`src/umi_agent_pkg.sv`:
```
// umi_agent_pkg: atomic operation codes and memory word type for the endpoint
`default_nettype none

package umi_agent_pkg;

   // codes 7..15 are rejected by the decoder
   typedef enum logic [3:0] {
      atomic_swap = 4'd0,
      atomic_add  = 4'd1,
      atomic_and  = 4'd2,
      atomic_or   = 4'd3,
      atomic_xor  = 4'd4,
      atomic_min  = 4'd5, // signed
      atomic_max  = 4'd6  // signed
   } atomic_op_e;

   typedef logic [63:0] mem_word_t; // one memory word, one beat

endpackage

`default_nettype wire

```
`src/umi_atomic_alu.sv`:
```
// umi_atomic_alu: combinational read-modify-write operators for atomics
`timescale 1ns/1ps
`default_nettype none

module umi_atomic_alu (
   input  umi_agent_pkg::atomic_op_e op,
   input  umi_agent_pkg::mem_word_t  old_val,
   input  umi_agent_pkg::mem_word_t  operand,
   output umi_agent_pkg::mem_word_t  new_val
);
   import umi_agent_pkg::*;

   logic old_lt; // old < operand, two's complement

   assign old_lt = ($signed(old_val) < $signed(operand));

   always_comb begin
      case (op)
         atomic_swap: new_val = operand;
         atomic_add:  new_val = old_val + operand; // wraps at 64 bits
         atomic_and:  new_val = old_val & operand;
         atomic_or:   new_val = old_val | operand;
         atomic_xor:  new_val = old_val ^ operand;
         atomic_min:  new_val = old_lt ? old_val : operand;
         atomic_max:  new_val = old_lt ? operand : old_val;
         default:     new_val = old_val; // decoder never lets these through
      endcase
   end

endmodule

`default_nettype wire

```
`config.mk`:
```
export PLATFORM = sky130hd
export DESIGN_NAME = umi_atomic_alu
export DESIGN_NICKNAME = d
export VERILOG_FILES = /design/src/umi_agent_pkg.sv /design/src/umi_atomic_alu.sv
export SDC_FILE = /design/constraint.sdc
export NUM_CORES = 1
export LEC_CHECK = 0
export ABC_AREA = 1
export BUFFER_PORTS_ARGS = -buffer_cell sky130_fd_sc_hd__clkbuf_2
export CAP_MARGIN = 30
export CORE_MARGIN = 5
export CORE_UTILIZATION = 43
export DETAILED_ROUTE_END_ITERATION = 8
export SETUP_SLACK_MARGIN = 0.02
export SLEW_MARGIN = 0
export SYNTH_ARGS = -nofsm -noshare
export SYNTH_HDL_FRONTEND = slang
export SYNTH_SLANG_ARGS = --single-unit
```
`constraint.sdc`:
```
create_clock -name vclk -period 6.9
set_input_delay 1.38 -clock vclk [all_inputs]
set_output_delay 1.38 -clock vclk [all_outputs]
set_load 0.005 [all_outputs]
```
# After elaboration in Yosys (flattened, before gate mapping)
# Index checks and enable logic that the tools add are counted.
# totals
reg_bits	0
inputBits	132
out_inout_bits	64
# op_classes
n_addsub	1
n_reduce_logical	1
magnitude_cmp	1
muxes	3
bitwise_logic	3
eq_ne	6
# ops
operator	count
one-hot mux 64 bit (7 select lines)	1
2-to-1 mux 64 bit	2
adder 64 bit	1
AND 64 bit	1
less-than comparator 64 bit	1
OR 64 bit	1
XOR 64 bit	1
equality test 4 x 3 -> 1 bit (second input constant)	3
equality test 4 x 2 -> 1 bit (second input constant)	2
equality test 4 x 1 -> 1 bit (second input constant)	1
logical NOT 4 bit	1

# Longest topological paths before layout
# Gate-level depths: netlist of the first run.
# logic_depth
word_depth	3
depth_mapped	23
mapped_depth_nobuf	22

# Least setup slack after synthesis of the first run
# OpenSTA, ideal clock, no wires.
# synth_path
path_type	input to output
startpoint	in operand[63]
endpoint	out new_val[22]
arrival_time_ps	3445
path_stages	18
required_time_ps	5520
setup_slack_ps	2075
path_cell_list	inv_1 ha_1 inv_2 nand4_1 nor2_1 nand2_1 nor2_1 and3_1 nand2_2 nand2_4 nand2_4 nand2_2 buf_6 buf_4 nand3_1 nand3b_1 nor2_1 nor2_1
# synth_via
elab_chain_len	3
# synth_rtl
item	line	text
start, declared	umi_atomic_alu.sv:8	input umi_agent_pkg::mem_word_t operand,
less-than comparator 64 bit *	umi_atomic_alu.sv:15	assign old_lt = ($signed(old_val) < $signed(operand));
2-to-1 mux 64 bit (on tied branches)	umi_atomic_alu.sv:25, umi_atomic_alu.sv:24	
one-hot mux 64 bit (7 select lines) *	umi_atomic_alu.sv:18	case (op)
end, declared	umi_atomic_alu.sv:9	output umi_agent_pkg::mem_word_t new_val
# Every way passes the cells marked *; elsewhere a longest branch is shown, timed or not.

# Worst setup path in the final report of the first run
# layout_path
startpoint	in operand[0]
endpoint	out new_val[46]
# layout_via
elab_chain_len	3
# layout_rtl
item	line
less-than comparator 64 bit	umi_atomic_alu.sv:15
2-to-1 mux 64 bit (on tied branches)	umi_atomic_alu.sv:25, umi_atomic_alu.sv:24
one-hot mux 64 bit (7 select lines) *	umi_atomic_alu.sv:18
# Marks and branches as above.

==> metrics.md, run 1 <==
| Metric | Value |
|---|---|
| CP Class | `input pin to output pin` |
| Layout cells sized above 1 | `9.473%` |
| Grt total ovfl | `0` |
| Crit path buf inv count | `3` |
| M1 wire length | `23370 um` |
| Register area share after synthesis | `0%` |
| CP Launch Type | `input pin` |
| Yosys cell types | `45` |
| Clock buffer count in the final layout | `0` |
| N_diodes | `0` |
| Wire length on met3 | `3166 um` |
| Number of remaining DRC errors | `0` |
| Sequential cell area | `0 um^2` |
| Via count | `16.04k` |
| Slew Viols, Final | `0` |
| Routed Antenna Nets | `0` |
| Cell mode on critical path | `nand2_1` |
| Placed cell areas | `0.01345 mm^2` |
| Vias per std cell | `5.530` |
| Met2 WL post-DR | `23950 um` |
| Setup TNS | `0 ps` |
| Hold Path Origin | `operand[62]` |
| Synth Instances | `2389` |
| Worst VDD drop | `0.00005539 V` |
| Syn_area_per_cell | `5.114 um^2` |
| Initial Utilization | `43.74%` |
| Post-placement worst setup slack | `749.5 ps` |
| Peak per-stage delay on the critical path | `590 ps` |
| Worst hold path class | `input pin to output pin` |
| Core box area | `0.02793 mm^2` |
| I/O Buffers | `196` |
| Worst-case hold path end point | `new_val[62]` |
| Cts-stage hold buffer count | `0` |
| Largest fanout on the critical path | `5` |
| Fmax | `159.3 MHz` |
| Top cell family by delay on the critical path | `simple AND/OR/NAND/NOR gates` |
| Max Cap Violations | `0` |
| Initial antenna violation count | `0` |
| Worst Path Arrival | `4900 ps` |
| Top-area cell type share of the netlist area | `19.66%` |
| Nets | `2850` |
| Clock period minus worst slack | `6276 ps` |
| Rows | `61` |
| Hold Path Stages | `4` |
| I/O pin cnt | `196` |
| Design Area, Final | `0.01348 mm^2` |
| P_leak | `0.007404 uW` |
| Final Setup Violations | `0` |
| Wire per inst | `17.92 um` |
| Crit share post-route | `90.95%` |
| Crit path depth | `18` |
| Synthesis warning total | `0` |
| Initial DRC Count | `1245` |
| Post-CTS setup buffers | `0` |
| Pwr Density | `76.08 mW/mm^2` |
| Crit-path slowest cell | `o21ai_0` |
| Global-route wire length before repair | `81180 um` |
| RSZ-0062 raised after global routing | `no` |
| Post-CTS Resized | `0` |
| CP Cell Sequence | `clkbuf_2 -> ha_1 -> fa_1 -> nand2_1 -> nand3_1 -> o21ai_0 -> o21ai_0 -> nand2_1 -> nand2_1 -> nand2_1 -> nand2_1 -> nand2_1 -> nand2_1 -> nor2_1 -> o21ai_0 -> inv_1 -> nand4_1 -> clkbuf_2` |
| GPL Wtd Cong | `1.019` |
| Outcome | `finished clean` |
| Vias in the first global route | `15.12k` |
| Fill count | `3294` |
| CP required | `5520 ps` |
| Worst setup margin | `624.3 ps` |
| Drt total wl | `51990 um` |
| Synth area leaders | `ha_1, nand2_1, nand3_1, nor2_1, inv_1` |
| CP endpoint kind | `output pin` |
| Die W | `178.6 um` |
| Syn Nets | `2714` |
| Synthesized cell area | `0.01222 mm^2` |
| Drt first pass iters | `6` |
| Final Hold Fails | `0` |
| Die area | `0.03189 mm^2` |
| Max_slew headroom | `52.40%` |
| FF+latch count | `0` |
| Die height | `178.6 um` |
| Total global-route track usage | `31.31%` |
| Worst Max-Slew Pin Slew | `712.9 ps` |
| Area leader, netlist | `ha_1` |
| Synth-to-layout area growth | `10.33%` |
| Pin count of the biggest net entering global routing | `60` |
| DP HPWL | `43550 um` |
| Top layer reached by signal wires | `met4` |
-- cell type report --
cell class | instances | area, um^2 | share of cell area [%]
multi-input cells | 1989 | 10640 | 78.94
inverters | 319 | 1197 | 8.883
repair buffers | 215 | 1169 | 8.669
well taps | 378 | 473.0 | 3.508
-- cell usage after synthesis (12+ instances only) --
master and number:
clkbuf_1 44, ha_1 192, inv_1 310, nor2_1 386, o22ai_1 32, o21ai_0 100, nand4_1 20, nand3_1 297
a21oi_1 143, o211ai_1 13, a211oi_1 21, nor3_1 25, nand2_1 635, buf_2 15, a221oi_1 14, nand3b_1 42
o21a_1 12
-- metal layers --
layer,up-vias,track usage [%]
met5,-,0
met4,0,7.579
met3,82,1.632
met2,565,54.16
met1,7319,42.66
li1,8076,-
-- placed cells by master, fill, tap and decap left out, types with 32 or more instances in the layout --
cell type / synthesis / routed
nand2_1: 635 / 635
nand3_1: 297 / 297
inv_1: 310 / 309
nor2_1: 386 / 386
a21oi_1: 143 / 143
o21ai_0: 100 / 100
ha_1: 192 / 192
o22ai_1: 32 / 32
clkbuf_2: 0 / 196
nand3b_1: 42 / 42
-- where the power goes --
group / total, uW / internal, uW / switching [uW]
Clock: 0 / 0 / 0
Sequential: 0 / 0 / 0
Combinational: 1030 / 326 / 700
-- stage by stage --
step / utilization [%] / hold slack (ps) / instances / total power (uW)
floorplan: - / 2857 / 2389 / 664.9
global placement: 48.16 / 3085 / 2900 / 997.6
detailed placement: 48.16 / 3082 / 2900 / 1006
CTS: 48.16 / 3083 / 2900 / 1011
global route: 48.26 / 3105 / 2901 / 1139
finish: 48.26 / 3082 / 2901 / 1026
-- worst max path at each step --
stage / from / endpoint / slack [ps]
final: operand[0] / new_val[46] / 620
after global placement: old_val[0] / new_val[62] / 750
after CTS: operand[0] / new_val[62] / 730
after global routing: operand[0] / new_val[46] / 390
after detailed placement: operand[0] / new_val[62] / 750
after floorplan: operand[63] / new_val[22] / 2080
-- logic make-up after synthesis --
family | share of synthesized area, %
compound gates | 17.46
xor+xnor | 0.1434
fa+ha+maj | 19.83
buf+inv | 13.03
simple gates | 49.54
No activity file was read; power rests on OpenSTA's default activity.
==> run 2, diff against run 1 <==
Settings changed: CAP_MARGIN 30 to 15.
Clock period 6.9 ns to 6.75 ns, I/O delays scaled along.
==> run 2 against run 1 <==
  * Utilization hardly changed
  * Flip-flop and latch count stayed put
  * Via count is 0.70% higher
  * Non-clock buffer count is 1 higher
  * First-iteration DRC count is 11% higher
  * Critical endpoint is now new_val[62]
  * Combinational power hardly changed
  * Final cell count hardly changed
  * Clock-buffer cell count stayed put
  * Global-route usage is 0.41 points higher
==> metrics.md, run 2 (synthesis gave the netlist of run 1 again) <==
| Metric | Value |
|---|---|
| Die W | `178.6 um (unchanged)` |
| Pin count of the biggest net entering global routing | `57 (-5.0%)` |
| Die area | `0.03189 mm^2 (unchanged)` |
| FF+latch count | `0 (unchanged)` |
| Die height | `178.6 um (unchanged)` |
| Worst Max-Slew Pin Slew | `934.4 ps (+221.5 ps)` |
| Crit path launch | `old_val[14]` |
| Final Setup Violations | `0 (unchanged)` |
| Global-route wire length before repair | `81560 um (+0.48%)` |
| CP Launch Type | `input pin` |
| Grt total ovfl | `0 (unchanged)` |
| N_diodes | `0 (unchanged)` |
| I/O pin cnt | `196 (unchanged)` |
| Synth-to-layout area growth | `10.23% (about the same)` |
| Max Cap Violations | `0 (unchanged)` |
| DP HPWL | `44250 um (+1.6%)` |
| Vias in the first global route | `14.99k (-0.83%)` |
| Clock buffer count in the final layout | `0 (unchanged)` |
| P_leak | `0.007399 uW (about the same)` |
| Final hold slack | `3024 ps (-58.34 ps)` |
| Commonest non-fill, non-tap cell in the layout | `nand2_1` |
| Wire per inst | `18.18 um (+1.4%)` |
| Total global-route track usage | `31.72% (+0.41 points)` |
| Hold Path Origin | `operand[62]` |
| CP required | `5400 ps (-120 ps)` |
| Post-CTS setup buffers | `0 (unchanged)` |
| Drt total wl | `52750 um (+1.5%)` |
| RSZ-0062 raised after global routing | `no` |
| Largest fanout on the critical path | `39 (+34)` |
| Multi-input gate area | `0.01064 mm^2 (unchanged)` |
| Worst hold path class | `input pin to output pin` |
| Fill count | `3223 (-2.2%)` |
| Post-CTS Resized | `0 (unchanged)` |
| Via count | `16.16k (+0.70%)` |
| Cts-stage hold buffer count | `0 (unchanged)` |
| Total power | `1052 uW (+2.6%)` |
| Initial DRC Count | `1387 (+11%)` |
| GPL Wtd Cong | `1.063 (+4.3%)` |
| Final Hold Fails | `0 (unchanged)` |
| Initial Utilization | `43.74% (unchanged)` |
| Drt first pass iters | `6 (unchanged)` |
| Layout cells sized above 1 | `9.509% (+0.036 points)` |
| Outcome | `finished clean` |
| Setup TNS | `0 ps (unchanged)` |
| CP endpoint kind | `output pin` |
| I/O Buffers | `196 (unchanged)` |
| Initial antenna violation count | `0 (unchanged)` |
| Number of remaining DRC errors | `0 (unchanged)` |
| Vias per std cell | `5.567 (+0.67%)` |
| Routed Antenna Nets | `0 (unchanged)` |
| Crit share post-route | `91.62%` |
| Nets | `2851 (+0.035%)` |
| Slew Viols, Final | `0 (unchanged)` |
| Fmax | `161.7 MHz` |
| Worst VDD drop | `0.00006960 V (+26%)` |
| Pwr Density | `78.11 mW/mm^2 (+2.7%)` |
| Sequential cell area | `0 um^2 (unchanged)` |
| Worst Path Arrival | `4830 ps (-70 ps)` |
| Clock period minus worst slack | `6184 ps` |
| Rows | `61 (unchanged)` |
| Max_slew headroom | `37.55% (-15 points)` |
| Core box area | `0.02793 mm^2 (unchanged)` |
| Commonest non-fill, non-tap cells in the layout | `nand2_1, nor2_1, inv_1` |
| CP Class | `input pin to output pin` |
==> run 2: cell types whose count changed in the layout (fill, tap and decap cells not counted) <==
| cell | delta |
|---|---|
| buf_16 | -1 |
| buf_4 | +2 |
==> run 2: worst paths after layout <==
kind / end / slack [ps] / depth (start not counted)
max: new_val[62] / 570 / 18
min: new_val[62] / 3020 / 4
==> run 2: stage by stage <==
step | utilization [%] | instances | setup WS, ps | instance area, um^2
floorplan | - | 2389 | 1985 | 12220
global placement | 48.21 | 2902 | 703.1 | 13470
detailed placement | 48.21 | 2902 | 709.4 | 13470
CTS | 48.21 | 2902 | 704.1 | 13470
global route | 48.21 | 2902 | 241.4 | 13470
finish | 48.21 | 2902 | 565.6 | 13470
==> run 2: critical path: stages <==
cell and delay (ps):
clkbuf_2 140, inv_1 70, ha_1 410, nor2_1 180, nand2_1 110, nor3_1 510
nand2_1 110, nand2_1 180, nand2_1 80, nand2_1 90, nand2_2 100, nand3_2 190
nand2_4 290, nand2_1 180, nand3_1 410, a21oi_1 260, nand2_1 60, clkbuf_2 110
==> run 2: report_power, final <==
group          total, uW  internal [uW]  switching (uW)
clock network          0              0               0
registers              0              0               0
logic               1050            334             718
==> run 2: metal layers <==
metal	up-vias	GRT usage, %	routed length (um)	part of all wire (%)
met5	-	0	0	0
met2	590	54.51	23950	45
li1	8073	-	-	-
met3	81	1.547	3156	6.0
met4	0	9.018	1719	3.3
met1	7411	43.03	23920	45
==> run 2: layout make-up <==
class | instances | area share, %
Tap cell | 378 | 3.512
Inverter | 319 | 8.891
Timing Repair Buffer | 216 | 8.584
Multi-Input combinational cell | 1989 | 79.01
