### src/umi_pkg.sv
// umi_pkg: packet widths, opcodes, command word views, packet field offsets
`default_nettype none

package umi_pkg;

   localparam int unsigned umi_pw = 256; // full packet
   localparam int unsigned umi_aw = 64;  // address width
   localparam int unsigned umi_dw = 64;  // one data beat

   // packet field offsets, top 32 bits stay zero
   localparam int unsigned umi_cmd_lsb  = 0;
   localparam int unsigned umi_dst_lsb  = 32;
   localparam int unsigned umi_src_lsb  = 96;
   localparam int unsigned umi_data_lsb = 160;

   typedef enum logic [7:0] {
      umi_invalid          = 8'h00,
      umi_req_read         = 8'h01,
      umi_req_write_posted = 8'h02,
      umi_req_write_ack    = 8'h03,
      umi_req_write_signal = 8'h04, // not handled here
      umi_req_write_stream = 8'h05, // not handled here
      umi_resp_write       = 8'h06,
      umi_resp_read        = 8'h07,
      umi_req_atomic       = 8'h08
   } umi_opcode_e;

   // read, write and response view
   typedef struct packed {
      logic [19:0] user;
      logic [3:0]  size;   // beats minus one
      logic [7:0]  opcode;
   } umi_xfer_t;

   // atomic view, same word
   typedef struct packed {
      logic [19:0] user;
      logic [3:0]  op;     // atomic operation code
      logic [7:0]  opcode;
   } umi_atomic_t;

   // bits 11..8 mean size or atomic op depending on opcode
   typedef union packed {
      umi_xfer_t   xfer;
      umi_atomic_t atomic;
   } umi_cmd_u;

endpackage

`default_nettype wire

### src/umi_agent_pkg.sv
// umi_agent_pkg: atomic operation codes and memory word type for the endpoint
`default_nettype none

package umi_agent_pkg;

   // codes 7..15 are rejected by the decoder
   typedef enum logic [3:0] {
      atomic_swap = 4'd0,
      atomic_add  = 4'd1,
      atomic_and  = 4'd2,
      atomic_or   = 4'd3,
      atomic_xor  = 4'd4,
      atomic_min  = 4'd5, // signed
      atomic_max  = 4'd6  // signed
   } atomic_op_e;

   typedef logic [63:0] mem_word_t; // one memory word, one beat

endpackage

`default_nettype wire

### src/umi_cmd_if.sv
// umi_cmd_if: decoded request from unpacker to control, with unpack and ctrl modports
`timescale 1ns/1ps
`default_nettype none

interface umi_cmd_if;
   import umi_pkg::*;
   import umi_agent_pkg::*;

   logic              valid;     // request present this cycle
   logic              is_read;
   logic              is_write;  // posted or acked
   logic              write_ack; // response wanted
   logic              is_atomic;
   logic              invalid;   // drop and flag
   atomic_op_e        atomic_op;
   logic [3:0]        size;
   logic [19:0]       user;
   logic [umi_aw-1:0] dstaddr;
   logic [umi_aw-1:0] srcaddr;
   logic [umi_dw-1:0] data;

   modport unpack (
      output valid, is_read, is_write, write_ack, is_atomic, invalid,
      output atomic_op, size, user, dstaddr, srcaddr, data
   );

   modport ctrl (
      input valid, is_read, is_write, write_ack, is_atomic, invalid,
      input atomic_op, size, user, dstaddr, srcaddr, data
   );

endinterface

`default_nettype wire

### src/umi_decode.sv
// umi_decode: command word classifier into kind flags, atomic op and size
`timescale 1ns/1ps
`default_nettype none

module umi_decode (
   input  umi_pkg::umi_cmd_u         cmd,
   output logic                      is_read,
   output logic                      is_write,
   output logic                      write_ack,
   output logic                      is_atomic,
   output logic                      invalid,
   output umi_agent_pkg::atomic_op_e atomic_op,
   output logic [3:0]                size
);
   import umi_pkg::*;
   import umi_agent_pkg::*;

   logic op_ok; // atomic code inside the dense 0..6 range

   assign op_ok = (cmd.atomic.op <= atomic_max);

   always_comb begin
      is_read   = 1'b0;
      is_write  = 1'b0;
      write_ack = 1'b0;
      is_atomic = 1'b0;
      invalid   = 1'b0;
      atomic_op = atomic_swap;   // don't care unless atomic
      size      = cmd.xfer.size; // transfer view by default
      case (cmd.xfer.opcode)
         umi_req_read:         is_read = 1'b1;
         umi_req_write_posted: is_write = 1'b1;
         umi_req_write_ack: begin
            is_write  = 1'b1;
            write_ack = 1'b1;
         end
         umi_req_atomic: begin
            size = 4'd0; // field holds the op here
            if (op_ok) begin
               is_atomic = 1'b1;
               atomic_op = atomic_op_e'(cmd.atomic.op);
            end else begin
               invalid = 1'b1; // unknown atomic code
            end
         end
         // signal, stream, responses and garbage all land here
         default: invalid = 1'b1;
      endcase
   end

endmodule

`default_nettype wire

### src/umi_unpack.sv
// umi_unpack: request packet field splitter driving the command interface
`timescale 1ns/1ps
`default_nettype none

module umi_unpack (
   input  logic                       packet_valid,
   input  logic [umi_pkg::umi_pw-1:0] packet_in,
   umi_cmd_if.unpack                  cmd
);
   import umi_pkg::*;

   umi_cmd_u cmd_word; // low 32 bits of the packet

   assign cmd_word = packet_in[umi_cmd_lsb +: 32];

   // no handshake, valid goes straight through
   assign cmd.valid = packet_valid;

   umi_decode u_decode (
      .cmd       (cmd_word),
      .is_read   (cmd.is_read),
      .is_write  (cmd.is_write),
      .write_ack (cmd.write_ack),
      .is_atomic (cmd.is_atomic),
      .invalid   (cmd.invalid),
      .atomic_op (cmd.atomic_op),
      .size      (cmd.size)
   );

   assign cmd.user = cmd_word.xfer.user; // same bits in both views

   // fixed layout, single 64-bit beat
   assign cmd.dstaddr = packet_in[umi_dst_lsb +: umi_aw];
   assign cmd.srcaddr = packet_in[umi_src_lsb +: umi_aw];
   assign cmd.data    = packet_in[umi_data_lsb +: umi_dw];

endmodule

`default_nettype wire

### src/flat_wrapper.sv
// flat-port wrapper written by rule: the top's interface ports become plain ports
module umi_unpack_flat import umi_pkg::*;
  (packet_valid, packet_in, cmd_valid, cmd_is_read, cmd_is_write, cmd_write_ack, cmd_is_atomic, cmd_invalid, cmd_atomic_op, cmd_size, cmd_user, cmd_dstaddr, cmd_srcaddr, cmd_data);
  umi_cmd_if cmd_i ();
  input  logic packet_valid;
  input  logic [umi_pkg::umi_pw-1:0] packet_in;
  output wire logic [$bits(cmd_i.valid)-1:0] cmd_valid;
  output wire logic [$bits(cmd_i.is_read)-1:0] cmd_is_read;
  output wire logic [$bits(cmd_i.is_write)-1:0] cmd_is_write;
  output wire logic [$bits(cmd_i.write_ack)-1:0] cmd_write_ack;
  output wire logic [$bits(cmd_i.is_atomic)-1:0] cmd_is_atomic;
  output wire logic [$bits(cmd_i.invalid)-1:0] cmd_invalid;
  output wire logic [$bits(cmd_i.atomic_op)-1:0] cmd_atomic_op;
  output wire logic [$bits(cmd_i.size)-1:0] cmd_size;
  output wire logic [$bits(cmd_i.user)-1:0] cmd_user;
  output wire logic [$bits(cmd_i.dstaddr)-1:0] cmd_dstaddr;
  output wire logic [$bits(cmd_i.srcaddr)-1:0] cmd_srcaddr;
  output wire logic [$bits(cmd_i.data)-1:0] cmd_data;
  assign cmd_valid = cmd_i.valid;
  assign cmd_is_read = cmd_i.is_read;
  assign cmd_is_write = cmd_i.is_write;
  assign cmd_write_ack = cmd_i.write_ack;
  assign cmd_is_atomic = cmd_i.is_atomic;
  assign cmd_invalid = cmd_i.invalid;
  assign cmd_atomic_op = cmd_i.atomic_op;
  assign cmd_size = cmd_i.size;
  assign cmd_user = cmd_i.user;
  assign cmd_dstaddr = cmd_i.dstaddr;
  assign cmd_srcaddr = cmd_i.srcaddr;
  assign cmd_data = cmd_i.data;
  umi_unpack u_core (.packet_valid(packet_valid), .packet_in(packet_in), .cmd(cmd_i));
endmodule
### config.mk
export PLATFORM = sky130hd
export DESIGN_NAME = umi_unpack_flat
export DESIGN_NICKNAME = d
export VERILOG_FILES = /design/src/umi_pkg.sv /design/src/umi_agent_pkg.sv /design/src/umi_cmd_if.sv /design/src/umi_decode.sv /design/src/umi_unpack.sv /design/src/flat_wrapper.sv
export SDC_FILE = /design/constraint.sdc
export NUM_CORES = 1
export LEC_CHECK = 0
export ABC_AREA = 0
export BUFFER_PORTS_ARGS = -buffer_cell sky130_fd_sc_hd__buf_4
export CAP_MARGIN = 20
export CELL_PAD_IN_SITES_DETAIL_PLACEMENT = 1
export CELL_PAD_IN_SITES_GLOBAL_PLACEMENT = 1
export CORE_AREA = 5 5 183 185
export DETAILED_ROUTE_END_ITERATION = 12
export DIE_AREA = 0 0 188 190
export GPL_TIMING_DRIVEN = 0
export PLACE_DENSITY = 0.5
export SYNTH_ARGS = -nofsm -noshare
export SYNTH_HDL_FRONTEND = slang
export SYNTH_SLANG_ARGS = --single-unit
### constraint.sdc
create_clock -name vclk -period 2.9
set_clock_uncertainty 0.1 [all_clocks]
set_input_delay 0.145 -clock vclk [all_inputs]
set_output_delay 0.145 -clock vclk [all_outputs]
set_load 0.01 [all_outputs]
# Yosys cells after proc, flatten, opt, wreduce, memory -nomap -nowiden
# Cells that the tools add are included.
op_classes:
  n_lt_le_gt_ge: 1
  eq_ne: 4
  muxes: 10
  n_reduce_logical: 2
ops:
  columns: ["op", "n"]
  rows:
  - ["$eq A8 B2 Y1 const B", 2]
  - ["$mux W4", 3]
  - ["$eq A8 B1 Y1 const B", 1]
  - ["$eq A8 B4 Y1 const B", 1]
  - ["$mux W1", 6]
  - ["$le A4 B3 Y1 const B", 1]
  - ["$reduce_or A3 Y1", 1]
  - ["$pmux W1 S2", 1]
  - ["$reduce_or A2 Y1", 1]
word_totals:
  ff_bits: 0
  inputBits: 257
  word_cells: 17

# Longest topological paths before layout
logic_depth:
  word_depth: 3
  ltp_mapped: 3

# Cells and area by module
# A second synthesis with hierarchy kept.
unflattened:
  hier_cells: 241
  hier_area_um2: 1786.7
modules_own_cells:
  columns: ["module", "instances", "cells_per_inst", "area_each_um2", "seq_area_each_um2"]
  rows:
  - ["umi_unpack", 1, 213, 1599.0, 0.0]
  - ["umi_decode", 1, 28, 187.7, 0.0]

# Worst setup path after synthesis
# Ideal clock, no wire load.
synth_timing:
  kind: "input to output"
  start: "input port packet_in[4] (netlist bit)"
  end: "output port cmd_is_atomic"
  arrival_ps: 1245
  t_required_ps: 2655
  slack_ps: 1410
  cell_stages: 3
  path_buffers: 0
  path_cell_list: "or4_4 > nand4bb_4 > a311oi_2"
synth_between:
  elab_chain_len: 2
synth_lines:
  columns: ["item", "line_no", "text"]
  rows:
  - ["start, declared", "flat_wrapper.sv:6", "input logic [umi_pkg::umi_pw-1:0] packet_in;"]
  - ["$eq A8 B4 Y1", "umi_decode.sv:30", "case (cmd.xfer.opcode)"]
  - ["$mux W1", "umi_decode.sv:30", null]
  - ["end, declared", "flat_wrapper.sv:11", "output wire logic [$bits(cmd_i.is_atomic)-1:0] cmd_is_atomic;"]
# No other way between the ends.

# Worst setup path after layout
layout_timing:
  start: "input port packet_in[4] (netlist bit)"
  end: "output port cmd_atomic_op[1]"
layout_between:
  elab_chain_len: 2
layout_lines:
  columns: ["item", "line_no", "text"]
  rows:
  - ["$eq A8 B4 Y1", "umi_decode.sv:30", null]
  - ["$mux W4", "umi_decode.sv:30", null]
  - ["end, declared", "flat_wrapper.sv:13", "output wire logic [$bits(cmd_i.atomic_op)-1:0] cmd_atomic_op;"]
# No other way between the ends.

==> impl_metrics.env <==
export IMPL_status="complete, no violations"
export IMPL_power_density_mw_per_mm2=146
export IMPL_io_buffers=237
export IMPL_dieArea_mm2=0.0357
export IMPL_clock_buffers=0
export IMPL_ys_types=14
export IMPL_vias=2146
export IMPL_crit_top_cell="buf_4"
export IMPL_setup_tns_ns=0
export IMPL_cts_setup_buffers=0
export IMPL_post_cts_resized=0
export IMPL_grt_pass1_wl_um=13900
export IMPL_fin_nets=737
export IMPL_antennaDiodeCount=0
export IMPL_place_gp_congestion=0.734
export IMPL_drtIter0Drc=13
export IMPL_wl_met3_um=1350
export IMPL_io_pins=483
export IMPL_synth_nets=498
export IMPL_chipWidth_um=188
export IMPL_postRouteAntennaNets=0
export IMPL_area_growth_syn_to_layout_pct=128
export IMPL_ys_warn_count=0
export IMPL_wl_met2_um=6240
export IMPL_setup_violations=0
export IMPL_grt_antenna_before_repair=0
export IMPL_cts_hold_buf=0
export IMPL_die_h_um=190
export IMPL_grt_use_total_pct=4.85
export IMPL_post_drt_via_cell_ratio=2.42
export IMPL_core_area_mm2=0.0319
export IMPL_start_util_pct=5.61
export IMPL_crit_chain="buf_4, or4_4, nand4bb_4, nor3_1, buf_4"
export IMPL_rsz0062_at_grt="no"
export IMPL_synth_top_area_cell="buf_4"
export IMPL_crit_buf_inv=2
export IMPL_drive_above_1_share_pct=95.8
export IMPL_fin_util_pct=12.8
export IMPL_cp_data_required_time_ns=2.65
export IMPL_grt_pass1_vias=2384
export IMPL_ff_latch_area_um2=0
export IMPL_drtPass1Iterations=3
export IMPL_fmax_mhz=555
export IMPL_fin_crit_ns=1.80
export IMPL_rows=66
export IMPL_finalMaxSlewViolations=0
export IMPL_avgSynthCellArea_um2=7.41
export IMPL_drt_met1_wl_um=3070
export IMPL_grt_overflow_total=0
export IMPL_dpl_hpwl_um=10400
export IMPL_end_kind="output port"
export IMPL_synth_top_area_share_pct=89.9
export IMPL_cp_max_fo=8
export IMPL_post_drt_wl_per_cell_um=12.0
export IMPL_leakage_nw=2.25
export IMPL_finalCritPeriodShare_pct=62.1
export IMPL_path_class="in2out"
export IMPL_cp_top_family="simple AND/OR/NAND/NOR gates"
export IMPL_drcViolationCount=0
export IMPL_max_stage_delay_ns=0.57
export IMPL_routed_wl_um=10700
export IMPL_synth_area_top_cells="buf_4 90%, and2_2 1.7%, nand4bb_4 1.5%"
export IMPL_cap_viol_max_count=0
export IMPL_hold_class="in2out"
export IMPL_syn_inst=241
export IMPL_final_area_mm2=0.00408
export IMPL_hold_viol_final=0
export IMPL_ys_seq_area_share_pct=0
export IMPL_cp_start_kind="input port"
export IMPL_grt_max_degree=9
export IMPL_cp_slowest_cell="or4_4"
export IMPL_highest_layer="met3"
export IMPL_ir_worst_vdd_mv=0.0423
export IMPL_syn_area_mm2=0.00179
export IMPL_arrival_ns=1.56
export IMPL_placed_cell_area_mm2=0.00408
export IMPL_seq_cells=0
==> logic make-up (layout without fill, tap and decap cells) <==
kind of cell	count (synthesis)	count (layout)	synth area share [%]
and+or+nand+nor	23	23	8.40
buffers and inverters	214	451	89.9
other	1	1	0.210
AOI/OAI and AO/OA	3	3	1.47
==> cell type report <==
class / instances / area (µm²)
Buffer: 214 / 1610
Fill cell: 3908 / 27800
Multi-Input combinational cell: 27 / 180
Tap cell: 408 / 510
Timing Repair Buffer: 237 / 1780
==> final timing paths <==
check            from                to  cells after the start
max      packet_in[4]  cmd_atomic_op[1]                      5
min    packet_in[153]   cmd_srcaddr[57]                      2
==> cell usage in the layout, fill, tap and decap left out <==
master,instances
a311oi_2,1
a31oi_1,1
and2_1,1
and2_2,4
and3_1,2
and3b_1,1
buf_4,451
conb_1,1
nand2_1,6
nand4bb_4,1
nor2_1,3
nor3_1,4
o21ai_0,1
or4_4,1
==> metal layers <==
layer | GRT usage [%] | vias up
met5 | 0 | -
met4 | 0 | 0
met3 | 1.87 | 0
met2 | 10.5 | 242
met1 | 4.41 | 905
li1 | - | 999
==> cell usage after synthesis <==
cell type  count
buf_4        214
nand2_1        6
and2_2         4
nor3_1         4
nor2_1         3
and3_1         2
a311oi_2       1
a31oi_1        1
and2_1         1
and3b_1        1
conb_1         1
nand4bb_4      1
o21ai_0        1
or4_4          1
==> through the flow <==
step           std cells  worst slack [ns]  hold slack, ns  power [mW]
3_5_place_dp         886              1.08           0.368       0.605
5_1_grt              886              1.01           0.371       0.632
3_3_place_gp         886              1.08           0.368       0.603
2_1_floorplan        241              1.41           0.221       0.315
4_1_cts              886              1.08           0.368       0.606
6_report             886              1.10           0.367       0.595
==> power breakdown <==
group          total (mW)  switching, mW  internal, mW
sequential              0              0             0
combinational       0.595          0.213         0.382
clock                   0              0             0
total               0.595          0.213         0.382
(Power assumes the default switching activity.)
