**src/umi_pkg.sv**
```systemverilog
// umi_pkg: packet widths, opcodes, command word views, packet field offsets
`default_nettype none

package umi_pkg;

   localparam int unsigned umi_pw = 256; // full packet
   localparam int unsigned umi_aw = 64;  // address width
   localparam int unsigned umi_dw = 64;  // one data beat

   // packet field offsets, top 32 bits stay zero
   localparam int unsigned umi_cmd_lsb  = 0;
   localparam int unsigned umi_dst_lsb  = 32;
   localparam int unsigned umi_src_lsb  = 96;
   localparam int unsigned umi_data_lsb = 160;

   typedef enum logic [7:0] {
      umi_invalid          = 8'h00,
      umi_req_read         = 8'h01,
      umi_req_write_posted = 8'h02,
      umi_req_write_ack    = 8'h03,
      umi_req_write_signal = 8'h04, // not handled here
      umi_req_write_stream = 8'h05, // not handled here
      umi_resp_write       = 8'h06,
      umi_resp_read        = 8'h07,
      umi_req_atomic       = 8'h08
   } umi_opcode_e;

   // read, write and response view
   typedef struct packed {
      logic [19:0] user;
      logic [3:0]  size;   // beats minus one
      logic [7:0]  opcode;
   } umi_xfer_t;

   // atomic view, same word
   typedef struct packed {
      logic [19:0] user;
      logic [3:0]  op;     // atomic operation code
      logic [7:0]  opcode;
   } umi_atomic_t;

   // bits 11..8 mean size or atomic op depending on opcode
   typedef union packed {
      umi_xfer_t   xfer;
      umi_atomic_t atomic;
   } umi_cmd_u;

endpackage

`default_nettype wire

```
**src/umi_agent_pkg.sv**
```systemverilog
// umi_agent_pkg: atomic operation codes and memory word type for the endpoint
`default_nettype none

package umi_agent_pkg;

   // codes 7..15 are rejected by the decoder
   typedef enum logic [3:0] {
      atomic_swap = 4'd0,
      atomic_add  = 4'd1,
      atomic_and  = 4'd2,
      atomic_or   = 4'd3,
      atomic_xor  = 4'd4,
      atomic_min  = 4'd5, // signed
      atomic_max  = 4'd6  // signed
   } atomic_op_e;

   typedef logic [63:0] mem_word_t; // one memory word, one beat

endpackage

`default_nettype wire

```
**src/umi_cmd_if.sv**
```systemverilog
// umi_cmd_if: decoded request from unpacker to control, with unpack and ctrl modports
`timescale 1ns/1ps
`default_nettype none

interface umi_cmd_if;
   import umi_pkg::*;
   import umi_agent_pkg::*;

   logic              valid;     // request present this cycle
   logic              is_read;
   logic              is_write;  // posted or acked
   logic              write_ack; // response wanted
   logic              is_atomic;
   logic              invalid;   // drop and flag
   atomic_op_e        atomic_op;
   logic [3:0]        size;
   logic [19:0]       user;
   logic [umi_aw-1:0] dstaddr;
   logic [umi_aw-1:0] srcaddr;
   logic [umi_dw-1:0] data;

   modport unpack (
      output valid, is_read, is_write, write_ack, is_atomic, invalid,
      output atomic_op, size, user, dstaddr, srcaddr, data
   );

   modport ctrl (
      input valid, is_read, is_write, write_ack, is_atomic, invalid,
      input atomic_op, size, user, dstaddr, srcaddr, data
   );

endinterface

`default_nettype wire

```
**src/umi_mem_agent_ctrl.sv**
```systemverilog
// umi_mem_agent_ctrl: stage-2 register, write port arbitration, write buffer, bypass, outputs
`timescale 1ns/1ps
`default_nettype none

module umi_mem_agent_ctrl #(
   parameter int MEM_DEPTH = 256
) (
   input  logic                         clk,
   input  logic                         rst,
   umi_cmd_if.ctrl                      cmd,
   output logic                         mem_we,
   output logic                         mem_re,
   output logic [$clog2(MEM_DEPTH)-1:0] mem_waddr,
   output logic [$clog2(MEM_DEPTH)-1:0] mem_raddr,
   output umi_agent_pkg::mem_word_t     mem_wdata,
   input  umi_agent_pkg::mem_word_t     mem_rdata,
   output umi_agent_pkg::atomic_op_e    alu_op,
   output umi_agent_pkg::mem_word_t     alu_old,
   output umi_agent_pkg::mem_word_t     alu_operand,
   input  umi_agent_pkg::mem_word_t     alu_new,
   output umi_pkg::umi_opcode_e         rsp_opcode,
   output logic [3:0]                   rsp_size,
   output logic [19:0]                  rsp_user,
   output logic [63:0]                  rsp_dstaddr,
   output logic [63:0]                  rsp_srcaddr,
   output umi_agent_pkg::mem_word_t     rsp_data,
   input  logic [255:0]                 rsp_packet,
   output logic                         resp_valid,
   output logic                         cmd_error,
   output logic [255:0]                 resp_packet
);
   import umi_pkg::*;
   import umi_agent_pkg::*;

   localparam int addr_w = $clog2(MEM_DEPTH);

   logic [umi_aw-1:0] s1_word;  // byte address / 8, wrapped
   logic [addr_w-1:0] s1_addr;
   logic              s1_wr;    // write wants the port
   logic              s1_rd;    // read or atomic needs old data
   logic              s1_to_buf;

   logic              s2_valid;
   logic              s2_read;
   logic              s2_write_ack;
   logic              s2_atomic;
   logic              s2_invalid;
   atomic_op_e        s2_op;
   logic [3:0]        s2_size;
   logic [19:0]       s2_user;
   logic [umi_aw-1:0] s2_dstaddr;
   logic [umi_aw-1:0] s2_srcaddr;
   mem_word_t         s2_operand;
   logic [addr_w-1:0] s2_addr;
   logic              s2_wb;    // atomic write-back this cycle
   mem_word_t         s2_old;   // data as seen in request order

   logic              byp_hit;
   mem_word_t         byp_data;
   logic              wbuf_valid;
   logic [addr_w-1:0] wbuf_addr;
   mem_word_t         wbuf_data;

   assign s1_word = (cmd.dstaddr >> 3) % MEM_DEPTH;
   assign s1_addr = s1_word[addr_w-1:0];
   assign s1_wr   = cmd.valid & cmd.is_write;
   assign s1_rd   = cmd.valid & (cmd.is_read | cmd.is_atomic);

   assign mem_re    = s1_rd; // data back in stage 2
   assign mem_raddr = s1_addr;

   assign s2_wb = s2_valid & s2_atomic;

   // port order: atomic write-back, then buffered write, then new write
   // write-back and a full buffer never meet since a buffered write sits in s2
   always_comb begin
      mem_we    = 1'b0;
      mem_waddr = s1_addr;
      mem_wdata = cmd.data;
      if (s2_wb) begin
         mem_we    = 1'b1;
         mem_waddr = s2_addr;
         mem_wdata = alu_new;
      end else if (wbuf_valid) begin
         mem_we    = 1'b1;
         mem_waddr = wbuf_addr;
         mem_wdata = wbuf_data;
      end else if (s1_wr) begin
         mem_we = 1'b1;
      end
   end

   assign s1_to_buf = s1_wr & (s2_wb | wbuf_valid); // port busy, park it

   always_ff @(posedge clk) begin
      if (rst) begin
         wbuf_valid <= 1'b0;
         s2_valid   <= 1'b0;
         byp_hit    <= 1'b0;
         resp_valid <= 1'b0;
         cmd_error  <= 1'b0;
      end else begin
         wbuf_valid <= s1_to_buf; // old entry drains this cycle anyway
         s2_valid   <= cmd.valid;
         // whatever hits the port now is newer than the array read
         byp_hit    <= s1_rd & mem_we & (mem_waddr == s1_addr);
         resp_valid <= s2_valid & (s2_read | s2_write_ack | s2_atomic);
         cmd_error  <= s2_valid & s2_invalid;
      end
   end

   always_ff @(posedge clk) begin
      if (s1_to_buf) begin
         wbuf_addr <= s1_addr;
         wbuf_data <= cmd.data;
      end
      byp_data     <= mem_wdata;
      s2_read      <= cmd.is_read;
      s2_write_ack <= cmd.write_ack;
      s2_atomic    <= cmd.is_atomic;
      s2_invalid   <= cmd.invalid;
      s2_op        <= cmd.atomic_op;
      s2_size      <= cmd.size;
      s2_user      <= cmd.user;
      s2_dstaddr   <= cmd.dstaddr;
      s2_srcaddr   <= cmd.srcaddr;
      s2_operand   <= cmd.data;
      s2_addr      <= s1_addr;
   end

   assign s2_old = byp_hit ? byp_data : mem_rdata;

   assign alu_op      = s2_op;
   assign alu_old     = s2_old;
   assign alu_operand = s2_operand;

   // response goes back where it came from
   assign rsp_opcode  = s2_write_ack ? umi_resp_write : umi_resp_read;
   assign rsp_size    = s2_size;
   assign rsp_user    = s2_user;
   assign rsp_dstaddr = s2_srcaddr;
   assign rsp_srcaddr = s2_dstaddr;
   assign rsp_data    = s2_write_ack ? '0 : s2_old; // atomics return old value

   always_ff @(posedge clk) begin
      if (s2_valid) begin
         resp_packet <= rsp_packet;
      end
   end

endmodule

`default_nettype wire

```
**src/flat_wrapper.sv**
```systemverilog
// flat-port wrapper written by rule: the top's interface ports become plain ports
module umi_mem_agent_ctrl_flat import umi_pkg::*; import umi_agent_pkg::*;
#(
   parameter int MEM_DEPTH = 256
)
  (clk, rst, mem_we, mem_re, mem_waddr, mem_raddr, mem_wdata, mem_rdata, alu_op, alu_old, alu_operand, alu_new, rsp_opcode, rsp_size, rsp_user, rsp_dstaddr, rsp_srcaddr, rsp_data, rsp_packet, resp_valid, cmd_error, resp_packet, cmd_valid, cmd_is_read, cmd_is_write, cmd_write_ack, cmd_is_atomic, cmd_invalid, cmd_atomic_op, cmd_size, cmd_user, cmd_dstaddr, cmd_srcaddr, cmd_data);
  umi_cmd_if cmd_i ();
  input  logic clk;
  input  logic rst;
  output logic mem_we;
  output logic mem_re;
  output logic [$clog2(MEM_DEPTH)-1:0] mem_waddr;
  output logic [$clog2(MEM_DEPTH)-1:0] mem_raddr;
  output umi_agent_pkg::mem_word_t mem_wdata;
  input  umi_agent_pkg::mem_word_t mem_rdata;
  output umi_agent_pkg::atomic_op_e alu_op;
  output umi_agent_pkg::mem_word_t alu_old;
  output umi_agent_pkg::mem_word_t alu_operand;
  input  umi_agent_pkg::mem_word_t alu_new;
  output umi_pkg::umi_opcode_e rsp_opcode;
  output logic [3:0] rsp_size;
  output logic [19:0] rsp_user;
  output logic [63:0] rsp_dstaddr;
  output logic [63:0] rsp_srcaddr;
  output umi_agent_pkg::mem_word_t rsp_data;
  input  logic [255:0] rsp_packet;
  output logic resp_valid;
  output logic cmd_error;
  output logic [255:0] resp_packet;
  input wire logic [$bits(cmd_i.valid)-1:0] cmd_valid;
  input wire logic [$bits(cmd_i.is_read)-1:0] cmd_is_read;
  input wire logic [$bits(cmd_i.is_write)-1:0] cmd_is_write;
  input wire logic [$bits(cmd_i.write_ack)-1:0] cmd_write_ack;
  input wire logic [$bits(cmd_i.is_atomic)-1:0] cmd_is_atomic;
  input wire logic [$bits(cmd_i.invalid)-1:0] cmd_invalid;
  input wire logic [$bits(cmd_i.atomic_op)-1:0] cmd_atomic_op;
  input wire logic [$bits(cmd_i.size)-1:0] cmd_size;
  input wire logic [$bits(cmd_i.user)-1:0] cmd_user;
  input wire logic [$bits(cmd_i.dstaddr)-1:0] cmd_dstaddr;
  input wire logic [$bits(cmd_i.srcaddr)-1:0] cmd_srcaddr;
  input wire logic [$bits(cmd_i.data)-1:0] cmd_data;
  assign cmd_i.valid = cmd_valid;
  assign cmd_i.is_read = cmd_is_read;
  assign cmd_i.is_write = cmd_is_write;
  assign cmd_i.write_ack = cmd_write_ack;
  assign cmd_i.is_atomic = cmd_is_atomic;
  assign cmd_i.invalid = cmd_invalid;
  assign cmd_i.atomic_op = cmd_atomic_op;
  assign cmd_i.size = cmd_size;
  assign cmd_i.user = cmd_user;
  assign cmd_i.dstaddr = cmd_dstaddr;
  assign cmd_i.srcaddr = cmd_srcaddr;
  assign cmd_i.data = cmd_data;
  umi_mem_agent_ctrl #(.MEM_DEPTH(MEM_DEPTH)) u_core (.clk(clk), .rst(rst), .cmd(cmd_i), .mem_we(mem_we), .mem_re(mem_re), .mem_waddr(mem_waddr), .mem_raddr(mem_raddr), .mem_wdata(mem_wdata), .mem_rdata(mem_rdata), .alu_op(alu_op), .alu_old(alu_old), .alu_operand(alu_operand), .alu_new(alu_new), .rsp_opcode(rsp_opcode), .rsp_size(rsp_size), .rsp_user(rsp_user), .rsp_dstaddr(rsp_dstaddr), .rsp_srcaddr(rsp_srcaddr), .rsp_data(rsp_data), .rsp_packet(rsp_packet), .resp_valid(resp_valid), .cmd_error(cmd_error), .resp_packet(resp_packet));
endmodule
```
**config.mk**
```make
export PLATFORM = sky130hd
export DESIGN_NAME = umi_mem_agent_ctrl_flat
export DESIGN_NICKNAME = d
export VERILOG_FILES = /design/src/umi_pkg.sv /design/src/umi_agent_pkg.sv /design/src/umi_cmd_if.sv /design/src/umi_mem_agent_ctrl.sv /design/src/flat_wrapper.sv
export SDC_FILE = /design/constraint.sdc
export NUM_CORES = 1
export LEC_CHECK = 0
export ABC_AREA = 1
export BUFFER_PORTS_ARGS = -buffer_cell sky130_fd_sc_hd__buf_2
export CORE_AREA = 8 8 510 512
export CTS_CLUSTER_DIAMETER = 120
export CTS_CLUSTER_SIZE = 14
export DETAILED_ROUTE_END_ITERATION = 8
export DIE_AREA = 0 0 518 520
export GPL_ROUTABILITY_DRIVEN = 0
export PLACE_DENSITY_LB_ADDON = 0.05
export REMOVE_ABC_BUFFERS = 1
export SLEW_MARGIN = 10
export SYNTH_ARGS = -nofsm -noshare
export SYNTH_HDL_FRONTEND = slang
export SYNTH_SLANG_ARGS = --single-unit
```
**constraint.sdc**
```tcl
create_clock -name clk -period 10.8 [get_ports clk]
set_clock_uncertainty 0.2 [all_clocks]
set_input_delay 2.16 -clock clk [delete_from_list [all_inputs] [get_ports clk]]
set_output_delay 2.16 -clock clk [all_outputs]
set_load 0.1 [all_outputs]
```
==> Yosys cells after proc, flatten, opt, wreduce, memory -nomap -nowiden <==
Index checks and enable logic that the tools add are counted.
{ "word_totals": {"ff_bits": 629, "latchBits": 0, "ramBits": 0, "mem_bits_ro": 0, "in_bits": 612, "out_inout_bits": 696, "wordCells": 43, "n_memories": 0} }
{ "classes": {"add_sub_neg": 0, "mul": 0, "div": 0, "magnitude_cmp": 0, "eq_ne": 1, "shift": 0, "mux": 10, "bitwise": 12, "reduce_logical": 0} }
{ "op_table": {"columns": ["op", "n"], "rows": [
  ["$mux 64", 4],
  ["$mux 8", 2],
  ["$and 1x1->1", 8],
  ["$eq 8x8->1", 1],
  ["$mux 1", 4],
  ["$or 1x1->1", 4]
]} }

==> Longest topological paths before layout <==
{ "depth": {"depth_word": 6, "mapped_depth": 10, "ltp_nobuf": 9} }

==> Worst setup path before layout <==
No wires, ideal clock.
{ "synth_path": {"path_type": "flip-flop to output port", "start": "reg u_core.s2_valid", "end": "out mem_wdata[43]", "arrival_time_ns": 8.825, "path_slack_ns": -0.385, "path_stages_with_launch": 6, "path_buffers": 3, "cell_sequence": "dfxtp_1 > nand2_2 > buf_6 > buf_4 > buf_6 > a31oi_1"} }
{ "synth_between": {"elab_chain_cells": 2} }
{ "synth_lines": {"columns": ["item", "line_no", "text"], "rows": [
  ["from (decl)", "umi_mem_agent_ctrl.sv:43", "logic s2_valid;"],
  ["from (signal assigned)", "umi_mem_agent_ctrl.sv:104", "s2_valid <= cmd.valid;"],
  ["$and 1x1->1", "umi_mem_agent_ctrl.sv:72", "assign s2_wb = s2_valid & s2_atomic;"],
  ["$mux 64", "umi_mem_agent_ctrl.sv:80", "if (s2_wb) begin"],
  ["to (decl)", "flat_wrapper.sv:14", "output umi_agent_pkg::mem_word_t mem_wdata;"]
]} }
Every way passes these cells.

==> Final worst setup path <==
{ "layout_path": {"start": "reg u_core.wbuf_valid", "end": "out mem_wdata[22]"} }
{ "layout_between": {"elab_chain_cells": 2} }
{ "layout_lines": {"columns": ["item", "line_no", "text"], "rows": [
  ["from (decl)", "umi_mem_agent_ctrl.sv:60", "logic wbuf_valid;"],
  ["from (signal assigned)", "umi_mem_agent_ctrl.sv:103", "wbuf_valid <= s1_to_buf;"],
  ["$mux 64", "umi_mem_agent_ctrl.sv:84", "end else if (wbuf_valid) begin"],
  ["$mux 64", "umi_mem_agent_ctrl.sv:80", null]
]} }
Every way passes these cells.

==> metrics.md <==
| Metric | Value |
|---|---|
| Reg2Reg Depth | `6` |
| Tmin final | `6.064 ns` |
| Number of global-route vias before repair | `approximately 18,000` |
| Layout cells sized above 1 | `51.98%` |
| CP arrival | `3.70 ns` |
| Status | `finished, final reports clean` |
| TritonCTS clock tree | `yes` |
| Hold/Removal Path Class | `reg -> reg` |
| Final worst-path cycle share | `a little under three fifths` |
| Max clock buf depth | `3` |
| Post-CTS resize count | `0` |
| Req. time, crit path | `between 8 and 9 ns` |
| Vias per std cell | `2.702` |
| Remaining routing DRC violations | `0` |
| Avg Synthesized Cell Area | `between 10 and 15 µm²` |
| Worst vdd ir | `between 0.1 and 0.15 mV` |
| Final Hold Viols | `0` |
| Final wirelength | `between 100,000 and 150,000 µm` |
| Slew margin rel. | `35.43%` |
| Post-route ant nets | `0` |
| Synth-to-Final Area Change | `64.75%` |
| Starting Density | `roughly 7.5%` |
| Yosys reg bits | `621` |
| Fmax | `164.9 MHz` |
| Synth cell count leaders | `371 x nand2_1, 328 x edfxtp_1, 293 x dfxtp_1` |
| CTS buffer count | `54` |
| Via count | `16,380` |
| Crit Path Max Fanout | `30` |
| Antenna violations before repair | `198` |
| Initial DRC count | `625` |
| Synth Cell Area | `0.01881 mm²` |
| Clock root buffer | `clkbuf_16` |
| Hold_buf cts | `0` |
| Capturing point of the worst reg2reg path | `u_core.wbuf_data[53]` |
| Wire per inst | `~23 µm` |
| Finished Core Util | `12.28%` |
| Synth Flop Type | `edfxtp_1` |
| Final Max Slew Viols | `0` |
| Drt pass-1 iters | `5` |
| Sequential-to-total area share from yosys stat | `between 80% and 90%` |
| Largest net degree at the start of global routing | `97` |
| Static leakage | `13.10 nW` |
| Die X | `518 µm` |
| RR Startpoint | `u_core.s2_valid` |
| Ports | `1,308` |
| Ys async rst share | `0%` |
| Port Buffers | `1,300` |
| Post-CTS Setup Bufs | `0` |
| Max_cap viols | `0` |
| RSZ-0062 raised after global routing | `no` |
| Detailed Place HPWL | `~120,000 µm` |
| Area leader, netlist | `edfxtp_1` |
| H-tree Lvls | `2` |
| Count of different cell masters after synthesis | `23` |
| Pwr Density | `196.7 mW/mm²` |
| Clk sinks | `621` |
| Syn Inst Count | `1,324` |
| Yosys warns | `0` |
| Final setup vio count | `0` |
| Clock transition at path regs | `0.08 ns` |
| Worst setup path category | `reg -> out` |
| CP startpoint | `u_core.wbuf_valid` |
| Largest cells by area after synthesis | `edfxtp_1 52%, dfxtp_1 31%, nand2_1 7.4%` |
| Grt ovf | `0` |
| Crit path to | `mem_wdata[22]` |
| Slew @ Worst Pin | `between 0.9 and 1 ns` |
| Reg-to-reg slack, setup | `7.07 ns` |
| Core area | `0.2523 mm²` |
| Rows | `about 190` |
| Number of flops mapped to enable cells by yosys | `328` |
| CP startpoint kind | `register` |
| Nets | `3,244` |
| Worst setup EP type | `primary output` |
| Tot GR Track Use | `about 10%` |
| First-pass GRT wire length | `181,600 µm` |
| Die footprint | `0.2694 mm²` |
| Count leader, synth | `nand2_1` |
| Clock Latency Late Sink | `0.68 ns` |
| Hold WS | `0.2175 ns` |
| Die height | `520 µm` |
| Share of the synthesized area in the top cell type | `52.36%` |
-- area by class of cell --
type / instances / area, µm²
Inverter: 27 / 103.9
Antenna cell: 20 / 50.05
Multi-Input combinational cell: 614 / 2629
Clock buffer: 90 / 1560
Clock inverter: 10 / 81.33
Sequential cell: 621 / 15730
Timing Repair Buffer: 1314 / 6624
Tap cell: 3366 / 4212
Fill cell: 29020 / 221300
-- critical path, cell delays in order (launching register included) --
cell      delay (ns)
dfxtp_4         0.48
clkinv_2        0.31
buf_4           0.53
buf_4           0.55
nand2_1         0.11
a31oi_1         0.45
buf_2           0.54
-- worst min-delay path by stage --
stage,startpoint,end,slack (ns),cells past startpoint
after floorplan,u_core.s2_invalid,u_core.cmd_error,0.20,2
after global placement,u_core.s2_invalid,u_core.cmd_error,0.22,2
after detailed placement,u_core.s2_invalid,u_core.cmd_error,0.22,2
after CTS,u_core.s2_invalid,u_core.cmd_error,0.22,2
after global routing,u_core.s2_invalid,u_core.cmd_error,0.23,2
final,u_core.s2_invalid,u_core.cmd_error,0.22,2
-- kinds of logic after synthesis --
logic type      Yosys count  share of synthesized area [%]
compound gates          137                          4.137
buf+inv                  94                          2.694
flops                   621                          83.54
other cells               2                        0.03992
simple gates            470                          9.585
-- state kept, by name, summed over array words and instances (netlist names), 4 cells and up --
name,flops
u_core.resp_packet,256
u_core.alu_operand,64
u_core.byp_data,64
u_core.rsp_dstaddr,64
u_core.rsp_srcaddr,64
u_core.wbuf_data,64
u_core.rsp_user,20
u_core.wbuf_addr,8
u_core.alu_op,4
u_core.rsp_size,4
-- where the power goes --
group	leakage, nW	internal [mW]	switching, mW
logic	6.78	0.188	1.22
registers	5.53	2.60	0.0389
clock network	0.795	0.993	1.06
-- metrics by stage --
stage | instances | total power, mW | worst slack (ns) | setup TNS, ns | area [µm²]
floorplan | 1262 | 3.738 | -3.317 | -533.30 | 18420
global placement | 5942 | 4.136 | 4.844 | 0 | 29300
detailed placement | 5942 | 4.127 | 4.842 | 0 | 29300
CTS | 6042 | 6.305 | 4.319 | 0 | 30940
global route | 6049 | 6.383 | 4.376 | 0 | 30960
finish | 6062 | 6.095 | 4.736 | 0 | 30990
-- routing by layer --
layer	wire length (µm)	track usage (%)	share of wire, %
met5	825	0	0.58
met3	21020	6.967	15
met1	45480	9.067	32
met4	4379	2.567	3.1
met2	70060	17.90	49
-- layout by cell type (no fill, tap or decap), types with 13 or more instances in the layout --
cell type / synthesis / layout
nand2_1: 371 / 371
buf_4: 19 / 13
a21oi_1: 66 / 66
inv_1: 24 / 24
diode_2: 0 / 20
nand3_1: 21 / 21
clkbuf_16: 0 / 57
dfxtp_1: 293 / 289
edfxtp_1: 328 / 328
clkbuf_1: 11 / 32
buf_2: 30 / 1300
a31oi_1: 64 / 64
nor2_1: 73 / 72
No activity file was read; power rests on OpenSTA's default activity.
